## src/include/core_settings.svh

```systemverilog
// front end build settings
`ifndef CORE_SETTINGS_SVH
`define CORE_SETTINGS_SVH

// instruction address bus width
`define INST_ADDR_WIDTH 32

// instruction word width
`define INST_DATA_WIDTH 32

// first fetch address out of reset
`define RESET_PC 32'h0000_0000

// addi x0, x0, 0
// also serves as the bubble word in the stage registers
`define INST_NOP 32'h0000_0013

`endif
```

## src/hdl/rv_isa_pkg.sv

```systemverilog
// rv32i encoding types
`default_nettype none

package rv_isa_pkg;

    // major opcodes, inst[6:0]
    typedef enum logic [6:0] {
        lui    = 7'b011_0111,
        auipc  = 7'b001_0111,
        jal    = 7'b110_1111,
        jalr   = 7'b110_0111,
        branch = 7'b110_0011,
        load   = 7'b000_0011,
        store  = 7'b010_0011,
        op_imm = 7'b001_0011,
        op     = 7'b011_0011,
        system = 7'b111_0011
    } opcode_t;

    // instruction formats
    // fmt_bad flags an opcode outside the set above
    typedef enum logic [2:0] {
        fmt_r   = 3'd0,
        fmt_i   = 3'd1,
        fmt_s   = 3'd2,
        fmt_b   = 3'd3,
        fmt_u   = 3'd4,
        fmt_j   = 3'd5,
        fmt_bad = 3'd6
    } fmt_t;

endpackage

`default_nettype wire

```

## src/hdl/core_types_pkg.sv

```systemverilog
// pipeline control and payload types
`default_nettype none
`include "core_settings.svh"

package core_types_pkg;

    // ordered hold levels, higher freezes more of the pipe
    // hold_pc stops fetch, hold_id also flushes if/id and id/ex
    typedef enum logic [1:0] {
        hold_none = 2'd0,
        hold_pc   = 2'd1,
        hold_id   = 2'd2
    } hold_t;

    // if/id payload
    typedef struct packed {
        logic [`INST_ADDR_WIDTH-1:0] pc;
        logic [`INST_DATA_WIDTH-1:0] inst;
    } fetch_t;

    // id/ex payload
    typedef struct packed {
        logic [`INST_ADDR_WIDTH-1:0] pc;
        logic [`INST_DATA_WIDTH-1:0] inst;
        rv_isa_pkg::opcode_t         opcode;
        logic [4:0]                  rd;
        logic [4:0]                  rs1;
        logic [4:0]                  rs2;
        logic [31:0]                 imm;
        rv_isa_pkg::fmt_t            fmt;
    } decode_t;

endpackage

`default_nettype wire

```

## src/hdl/core_frontend.sv

```systemverilog
// instruction front end top
`timescale 1ns/1ps
`default_nettype none
`include "core_settings.svh"

module core_frontend (
    input  wire                         clk,
    input  wire                         reset_i,
    // instruction port, word returned in the same cycle
    output logic [`INST_ADDR_WIDTH-1:0] inst_addr_o,
    input  wire  [`INST_DATA_WIDTH-1:0] inst_i,
    // from execute
    input  wire                         jump_flag_i,
    input  wire  [`INST_ADDR_WIDTH-1:0] jump_addr_i,
    input  wire                         hold_flag_ex_i,
    // from bus and interrupt controller
    input  wire                         hold_flag_rib_i,
    input  wire                         hold_flag_clint_i,
    // decoded instruction towards execute
    output logic                        ex_valid_o,
    output logic [`INST_ADDR_WIDTH-1:0] ex_pc_o,
    output logic [`INST_DATA_WIDTH-1:0] ex_inst_o,
    output rv_isa_pkg::opcode_t         ex_opcode_o,
    output logic [4:0]                  ex_rd_o,
    output logic [4:0]                  ex_rs1_o,
    output logic [4:0]                  ex_rs2_o,
    output logic [31:0]                 ex_imm_o,
    output rv_isa_pkg::fmt_t            ex_fmt_o
);

    // bubble payloads, pc 0 with a nop word
    localparam core_types_pkg::fetch_t IF_BUBBLE = '{
        pc:   '0,
        inst: `INST_NOP
    };
    localparam core_types_pkg::decode_t ID_BUBBLE = '{
        pc:     '0,
        inst:   `INST_NOP,
        opcode: rv_isa_pkg::op_imm,
        rd:     '0,
        rs1:    '0,
        rs2:    '0,
        imm:    '0,
        fmt:    rv_isa_pkg::fmt_i
    };

    core_types_pkg::hold_t       hold;
    logic                        jump_flag;
    logic [`INST_ADDR_WIDTH-1:0] jump_addr;
    logic [`INST_ADDR_WIDTH-1:0] pc;
    core_types_pkg::fetch_t      fetch_data;
    logic                        if_id_valid;
    core_types_pkg::fetch_t      if_id_data;
    logic                        id_valid;
    core_types_pkg::decode_t     id_data;
    core_types_pkg::decode_t     ex_data;

    ctrl u_ctrl (
        .jump_flag_i      (jump_flag_i),
        .jump_addr_i      (jump_addr_i),
        .hold_flag_ex_i   (hold_flag_ex_i),
        .hold_flag_rib_i  (hold_flag_rib_i),
        .hold_flag_clint_i(hold_flag_clint_i),
        .hold_o           (hold),
        .jump_flag_o      (jump_flag),
        .jump_addr_o      (jump_addr)
    );

    pc_reg u_pc_reg (
        .clk        (clk),
        .reset_i    (reset_i),
        .hold_i     (hold),
        .jump_flag_i(jump_flag),
        .jump_addr_i(jump_addr),
        .pc_o       (pc)
    );

    // fetch: address out, word back combinationally
    assign inst_addr_o     = pc;
    assign fetch_data.pc   = pc;
    assign fetch_data.inst = inst_i;

    // if/id bubbles on any hold, a held pc gets refetched
    pipe_reg #(
        .T          (core_types_pkg::fetch_t),
        .FLUSH_LEVEL(core_types_pkg::hold_pc),
        .BUBBLE     (IF_BUBBLE)
    ) u_if_id (
        .clk    (clk),
        .reset_i(reset_i),
        .hold_i (hold),
        .valid_i(1'b1),
        .data_i (fetch_data),
        .valid_o(if_id_valid),
        .data_o (if_id_data)
    );

    id_stage u_id_stage (
        .valid_i (if_id_valid),
        .pc_i    (if_id_data.pc),
        .inst_i  (if_id_data.inst),
        .valid_o (id_valid),
        .pc_o    (id_data.pc),
        .inst_o  (id_data.inst),
        .opcode_o(id_data.opcode),
        .rd_o    (id_data.rd),
        .rs1_o   (id_data.rs1),
        .rs2_o   (id_data.rs2),
        .imm_o   (id_data.imm),
        .fmt_o   (id_data.fmt)
    );

    // id/ex keeps moving under a bus hold, bubbles only at hold_id
    pipe_reg #(
        .T          (core_types_pkg::decode_t),
        .FLUSH_LEVEL(core_types_pkg::hold_id),
        .BUBBLE     (ID_BUBBLE)
    ) u_id_ex (
        .clk    (clk),
        .reset_i(reset_i),
        .hold_i (hold),
        .valid_i(id_valid),
        .data_i (id_data),
        .valid_o(ex_valid_o),
        .data_o (ex_data)
    );

    // execute side fields
    assign ex_pc_o     = ex_data.pc;
    assign ex_inst_o   = ex_data.inst;
    assign ex_opcode_o = ex_data.opcode;
    assign ex_rd_o     = ex_data.rd;
    assign ex_rs1_o    = ex_data.rs1;
    assign ex_rs2_o    = ex_data.rs2;
    assign ex_imm_o    = ex_data.imm;
    assign ex_fmt_o    = ex_data.fmt;

endmodule

`default_nettype wire

```

## src/hdl/id_stage.sv

```systemverilog
// rv32i instruction decoder
`timescale 1ns/1ps
`default_nettype none
`include "core_settings.svh"

module id_stage (
    // from if/id
    input  wire                         valid_i,
    input  wire [`INST_ADDR_WIDTH-1:0]  pc_i,
    input  wire [`INST_DATA_WIDTH-1:0]  inst_i,
    // to id/ex
    output logic                        valid_o,
    output logic [`INST_ADDR_WIDTH-1:0] pc_o,
    output logic [`INST_DATA_WIDTH-1:0] inst_o,
    output rv_isa_pkg::opcode_t         opcode_o,
    output logic [4:0]                  rd_o,
    output logic [4:0]                  rs1_o,
    output logic [4:0]                  rs2_o,
    output logic [31:0]                 imm_o,
    output rv_isa_pkg::fmt_t            fmt_o
);

    // pass-through of stage context
    assign valid_o = valid_i;
    assign pc_o    = pc_i;
    assign inst_o  = inst_i;

    // register indices sit at fixed positions in every format
    assign rd_o  = inst_i[11:7];
    assign rs1_o = inst_i[19:15];
    assign rs2_o = inst_i[24:20];

    // raw opcode, may hold a value outside the enum
    assign opcode_o = rv_isa_pkg::opcode_t'(inst_i[6:0]);

    // opcode to format
    always_comb begin
        case (opcode_o)
            rv_isa_pkg::lui,
            rv_isa_pkg::auipc:  fmt_o = rv_isa_pkg::fmt_u;
            rv_isa_pkg::jal:    fmt_o = rv_isa_pkg::fmt_j;
            rv_isa_pkg::jalr,
            rv_isa_pkg::load,
            rv_isa_pkg::op_imm,
            rv_isa_pkg::system: fmt_o = rv_isa_pkg::fmt_i;
            rv_isa_pkg::branch: fmt_o = rv_isa_pkg::fmt_b;
            rv_isa_pkg::store:  fmt_o = rv_isa_pkg::fmt_s;
            rv_isa_pkg::op:     fmt_o = rv_isa_pkg::fmt_r;
            default:            fmt_o = rv_isa_pkg::fmt_bad;
        endcase
    end

    // immediate assembly, sign bit is always inst[31]
    always_comb begin
        case (fmt_o)
            rv_isa_pkg::fmt_i:
                imm_o = {{20{inst_i[31]}}, inst_i[31:20]};
            rv_isa_pkg::fmt_s:
                imm_o = {{20{inst_i[31]}}, inst_i[31:25], inst_i[11:7]};
            // branch offsets are halfword scaled
            rv_isa_pkg::fmt_b:
                imm_o = {{19{inst_i[31]}}, inst_i[31], inst_i[7],
                         inst_i[30:25], inst_i[11:8], 1'b0};
            // upper 20 bits, low 12 cleared
            rv_isa_pkg::fmt_u:
                imm_o = {inst_i[31:12], 12'b0};
            rv_isa_pkg::fmt_j:
                imm_o = {{11{inst_i[31]}}, inst_i[31], inst_i[19:12],
                         inst_i[20], inst_i[30:21], 1'b0};
            // r format and unknown opcodes carry no immediate
            default:
                imm_o = 32'd0;
        endcase
    end

endmodule

`default_nettype wire

```

## src/hdl/pipe_reg.sv

```systemverilog
// pipeline stage register
`timescale 1ns/1ps
`default_nettype none

module pipe_reg #(
    // payload carried by this stage
    parameter type T = logic [31:0],
    // hold level at which this stage bubbles
    parameter core_types_pkg::hold_t FLUSH_LEVEL = core_types_pkg::hold_pc,
    // payload loaded with a bubble
    parameter T BUBBLE = T'('0)
) (
    input  wire                        clk,
    input  wire                        reset_i,
    input  wire core_types_pkg::hold_t hold_i,
    // upstream side
    input  wire                        valid_i,
    input  wire T                      data_i,
    // downstream side
    output logic                       valid_o,
    output T                           data_o
);

    logic flush;

    // bubble when hold reaches this stage
    assign flush = (hold_i >= FLUSH_LEVEL);

    always_ff @(posedge clk) begin
        if (reset_i || flush) begin
            // empty slot, nop payload
            valid_o <= 1'b0;
            data_o  <= BUBBLE;
        end else begin
            valid_o <= valid_i;
            data_o  <= data_i;
        end
    end

    // valid must be clean once out of reset
    // catches an x hold level or an undriven valid upstream
    property p_valid_known;
        @(posedge clk) disable iff (reset_i)
        !reset_i |=> !$isunknown(valid_o);
    endproperty

    a_valid_known : assert property (p_valid_known)
        else $error("pipe_reg: valid_o unknown after reset");

endmodule

`default_nettype wire

```

## src/hdl/pc_reg.sv

```systemverilog
// program counter
`timescale 1ns/1ps
`default_nettype none
`include "core_settings.svh"

module pc_reg (
    input  wire                         clk,
    input  wire                         reset_i,
    // merged hold level from ctrl
    input  wire core_types_pkg::hold_t  hold_i,
    // single-cycle redirect pulse
    input  wire                         jump_flag_i,
    input  wire [`INST_ADDR_WIDTH-1:0]  jump_addr_i,
    // current fetch address
    output logic [`INST_ADDR_WIDTH-1:0] pc_o
);

    always_ff @(posedge clk) begin
        if (reset_i) begin
            pc_o <= `RESET_PC;
        end else if (jump_flag_i) begin
            // jump wins over any hold
            pc_o <= jump_addr_i;
        end else if (hold_i >= core_types_pkg::hold_pc) begin
            // refetch same address next cycle
            pc_o <= pc_o;
        end else begin
            // sequential fetch
            pc_o <= pc_o + `INST_ADDR_WIDTH'd4;
        end
    end

    // execute raises a redirect for exactly one cycle
    // a held flag would keep reloading the same target
    property p_jump_pulse;
        @(posedge clk) disable iff (reset_i)
        jump_flag_i |=> !jump_flag_i;
    endproperty

    a_jump_pulse : assert property (p_jump_pulse)
        else $error("pc_reg: jump_flag_i high for more than one cycle");

endmodule

`default_nettype wire

```

## src/hdl/ctrl.sv

```systemverilog
// pipeline hold control
`timescale 1ns/1ps
`default_nettype none
`include "core_settings.svh"

module ctrl (
    // from execute
    input  wire                         jump_flag_i,
    input  wire [`INST_ADDR_WIDTH-1:0]  jump_addr_i,
    input  wire                         hold_flag_ex_i,
    // from bus interconnect
    input  wire                         hold_flag_rib_i,
    // from interrupt controller
    input  wire                         hold_flag_clint_i,
    // to pc_reg and stage registers
    output core_types_pkg::hold_t       hold_o,
    output logic                        jump_flag_o,
    output logic [`INST_ADDR_WIDTH-1:0] jump_addr_o
);

    always_comb begin
        // redirect goes straight through to the pc
        jump_flag_o = jump_flag_i;
        jump_addr_o = jump_addr_i;
        // highest priority first
        if (jump_flag_i || hold_flag_ex_i || hold_flag_clint_i) begin
            // whole front end stops, in-flight words dropped
            hold_o = core_types_pkg::hold_id;
        end else if (hold_flag_rib_i) begin
            // bus busy, only fetch address frozen
            hold_o = core_types_pkg::hold_pc;
        end else begin
            hold_o = core_types_pkg::hold_none;
        end
    end

    // execute must only hand over word-aligned targets
    always_comb begin
        if (jump_flag_i) begin
            a_jump_aligned : assert #0 (jump_addr_i[1:0] == 2'b00)
                else $error("ctrl: misaligned jump target %h", jump_addr_i);
        end
    end

endmodule

`default_nettype wire

```

## config.mk

```make
export PLATFORM = sky130hd
export DESIGN_NAME = core_frontend
export DESIGN_NICKNAME = d
export VERILOG_FILES = /design/src/hdl/rv_isa_pkg.sv /design/src/hdl/core_types_pkg.sv /design/src/hdl/core_frontend.sv /design/src/hdl/id_stage.sv /design/src/hdl/pipe_reg.sv /design/src/hdl/pc_reg.sv /design/src/hdl/ctrl.sv
export VERILOG_INCLUDE_DIRS = /design/src /design/src/include
export SDC_FILE = /design/constraint.sdc
export NUM_CORES = 1
export LEC_CHECK = 0
export BUFFER_PORTS_ARGS = -buffer_cell sky130_fd_sc_hd__buf_4
export CORE_ASPECT_RATIO = 0.7
export CORE_MARGIN = 8
export CORE_UTILIZATION = 31
export CTS_CLUSTER_DIAMETER = 40
export CTS_CLUSTER_SIZE = 25
export DETAILED_ROUTE_END_ITERATION = 10
export MAX_ROUTING_LAYER = met4
export PLACE_DENSITY = 0.67
export SKIP_LAST_GASP = 1
export SLEW_MARGIN = 40
export SYNTH_ARGS = -nofsm -noshare
export SYNTH_HDL_FRONTEND = slang
export SYNTH_SLANG_ARGS = --single-unit
export TNS_END_PERCENT = 1
```

## constraint.sdc

```tcl
create_clock -name clk -period 1.9 [get_ports clk]
set_clock_uncertainty 0.15 [all_clocks]
set_input_delay 0.19 -clock clk [delete_from_list [all_inputs] [get_ports clk]]
set_output_delay 0.19 -clock clk [all_outputs]
set_load 0.1 [all_outputs]
```

==> key figures <==
Run status
  – Status: finished with violations
  – Failing checks: setup timing

Power
  – Psw: 2.58 mW
  – Clock power share: 41.4%
  – Max IR drop VDD: ~0.00061 V
  – Leakage power: 4.59 nW
  – Sequential Power Share: around 47%
  – Combinational power share: between 10% and 20%
  – Total power: 8.97 mW
  – Pint: 6.39 mW
  – Pwr Density: about 830 nW/µm²
  – Sw Ratio: 28.7%

Drt
  – # DRC: 0
  – Via density: 4.64
  – Antenna Violating Nets Remaining: 0
  – Via count: 6129
  – 1st-iter DRT viols: 412
  – DRT Pass-1 Iters: 4
  – Drt wl/cell: 17.1 µm
  – Final wirelength: ~23000 µm

Setup path
  – Worst path slowest cell: or4b_1
  – Setup Crit Path Kind: reg -> reg
  – Crit path launch: u_pc_reg.pc_o[7]
  – R2R depth: 5
  – Max FO, Critical Path: 5
  – Crit-path cells: and4_2 > nand4_1 > buf_4 > or4b_1 > o2111a_1
  – FF-to-FF End: u_pc_reg.pc_o[22]
  – CP Capture Type: register
  – CP arrival: 2160 ps
  – R2R Setup Slk: -80 ps
  – Critical Path Max Stage Delay: slightly below 500 ps
  – Crit start category: register
  – Crit path required time: 2080 ps
  – Critical R2R Launch: u_pc_reg.pc_o[7]

Min path
  – HP Class: in -> reg
  – Hold Path Depth: 4
  – Hold Path End: u_pc_reg.pc_o[4]
  – Hold Path Origin: jump_flag_i

Clock tree
  – TritonCTS clock tree: built
  – Htree depth: 4
  – Sinks on Clock Net: 197
  – Clk Tree Root Cell: clkbuf_16
  – Max Root-Sink Buffers: 2
  – Worst skew pair latency: 440 ps
  – Clock buffer count from CTS: 17
  – Clk slew on worst S/H paths: 80 ps

Floorplan
  – Core Area: 22400 µm²
  – Initial Util: between 30% and 40%
  – # rows: 46
  – Die ar.: 27600 µm²
  – Chip height: 142 µm
  – Num ports: 224
  – Die Wd: 195 µm

STA
  – Slew HR: 66.6%
  – Final Cycle Share: 104%
  – Final min period: roughly 2000 ps
  – Peak Freq: between 0.5 and 0.6 GHz
  – Worst-Margin Slew: 499 ps
  – Final Hold Viols: 0
  – Worst setup margin: -78.7 ps
  – Final Setup Violations: 10
  – RSZ-0062 raised after global routing: true
  – Max-slew violation count: 0

Cells and area
  – Fin cells: 1320
  – Synthesis-to-finish area growth: 54.5%
  – Fillers: between 2000 and 2500
  – Multi-input gate area: 2740 µm²
  – Commonest cells after routing, fill and taps aside: buf_4 (302), dfxtp_1 (167), and2_1 (128), dlygate4sd3_1 (64), nand2_1 (50)
  – Fin util: 48.1%
  – Layout cell share with drive strength beyond 1: 38.5%
  – # nets final: 1090
  – Commonest non-fill, non-tap cell in the layout: buf_4
  – Antenna cells: 0
  – Final Cell Area: roughly 11000 µm²
  – Register area: ~4000 µm²

Synth
  – Synth unique cells: 62
  – Post-Synthesis Cell Area: 6980 µm²
  – Post-Syn Nets: 765
  – Seq cells post-synth: 197
  – Main flop type after synthesis: dfxtp_1
  – Sequential share of the synthesized area: 56.5%
  – FFs w/ async S/R, synth: 0%
  – Yosys warns: 0
  – EDFF count, synth: 0
  – Post-Syn Area per Cell: 10.1 µm²
  – Gate Count Post-Synth: slightly below 700

Global route
  – First-pass GRT wire length: ~35000 µm
  – Grt ovf: 0
  – Largest net degree at the start of global routing: 37
  – Initial antenna violation count: 0
  – Vias in the first global route: 6156
  – Total GRT Usage: 16.5%

Place
  – # port buffers: 223
  – DP HPWL: between 15000 and 20000 µm
  – DP Worst Slack: -86.9 ps
  – Dpl cells: 1218
  – Placed instance area: 9420 µm²
  – GPL Wtd Cong: 0.838

Job
  – Max Cap Viol: 0
timing repair:
action / CTS / global route
endpoints found under the hold margin: 64 / 0
gates cloned: 0 / 1
pin swaps: 0 / 6
gates resized for setup: 1 / 10
endpoints found under the setup margin: 43 / 53
buffers inserted: 0 / 5
hold buffers: 64 / 0
sequential cells by signal, indices dropped and copies added (netlist names):
register	flops
u_if_id.valid_o	1
u_if_id.data_o	64
u_id_ex.valid_o	1
u_pc_reg.pc_o	32
u_id_ex.data_o	99
metrics by stage:
| step | TNS [ps] | hold slack, ps |
|---|---|---|
| after floorplan | -2710 | 142 |
| after global placement | -165 | 240 |
| after detailed placement | -706 | 239 |
| after CTS | -752 | 57.8 |
| after global routing | -2210 | 71.7 |
| final | -300 | 88.4 |
power groups by stage:
stage	sequential, mW	combinational [mW]	clock, mW
after global routing	4.24	1.08	3.99
after detailed placement	4.33	0.907	0
after floorplan	4.68	0.174	0
final	4.23	1.02	3.71
after CTS	4.23	1.02	3.81
after global placement	4.33	0.904	0
worst max-delay path: cells and delay by family, from the launching register on:
kind	cells	cell delay, ps
and+or+nand+nor	3	1030
DFF	1	340
buffers and inverters	1	220
AOI/OAI and AO/OA	1	130
synthesized netlist by cell type (6+ instances only):
cell	count	area, µm²
dfxtp_1	197	3940
and2_1	128	801
nand2_1	50	188
clkbuf_1	35	131
a21oi_1	34	170
nor2_1	29	109
buf_4	23	173
o21ai_0	18	90.1
nand3_1	15	75.1
a311oi_1	13	114
or4_1	12	90.1
or3_1	11	68.8
nand4_1	9	56.3
nor3_1	8	40.0
o31ai_1	8	60.1
a211oi_1	6	45.0
and3_1	6	37.5
buf_2	6	30.0
inv_1	6	22.5
nand2b_1	6	37.5
o211ai_1	6	45.0
kinds of logic after synthesis:
kind of cell    share of synthesized area [%]
flops                                    56.5
fa+ha+maj                               0.179
compound gates                           9.86
mux                                     0.430
xor+xnor                                 1.13
simple gates                             26.5
buf+inv                                  5.33
per-layer routing:
layer  track usage, %  up-vias  wire, µm  part of all wire [%]
met5                -        -         0                     0
met3             4.07       37      1280                   5.7
met1             21.8     2838     10900                    48
met4             6.32        0       552                   2.4
li1                 -     3021         -                     -
met2             24.1      233      9790                    43
area by class of cell:
type	instances	area share [%]
Clock buffer	17	3.95
Multi-Input combinational cell	426	25.5
Timing Repair Buffer	371	27.8
Inverter	6	0.209
Tap cell	288	3.34
Sequential cell	197	37.4
Clock inverter	15	1.78
worst max path at each step:
| stage | cells after the start | slack (ps) | endpoint |
|---|---|---|---|
| final | 5 | -80 | u_pc_reg.pc_o[22] |
| after global routing | 5 | -120 | u_pc_reg.pc_o[22] |
| after global placement | 4 | -40 | u_pc_reg.pc_o[25] |
| after floorplan | 5 | -220 | u_pc_reg.pc_o[26] |
| after CTS | 4 | -90 | u_pc_reg.pc_o[27] |
| after detailed placement | 5 | -90 | u_id_ex.data_o[3] |
(Power assumes the default switching activity.)
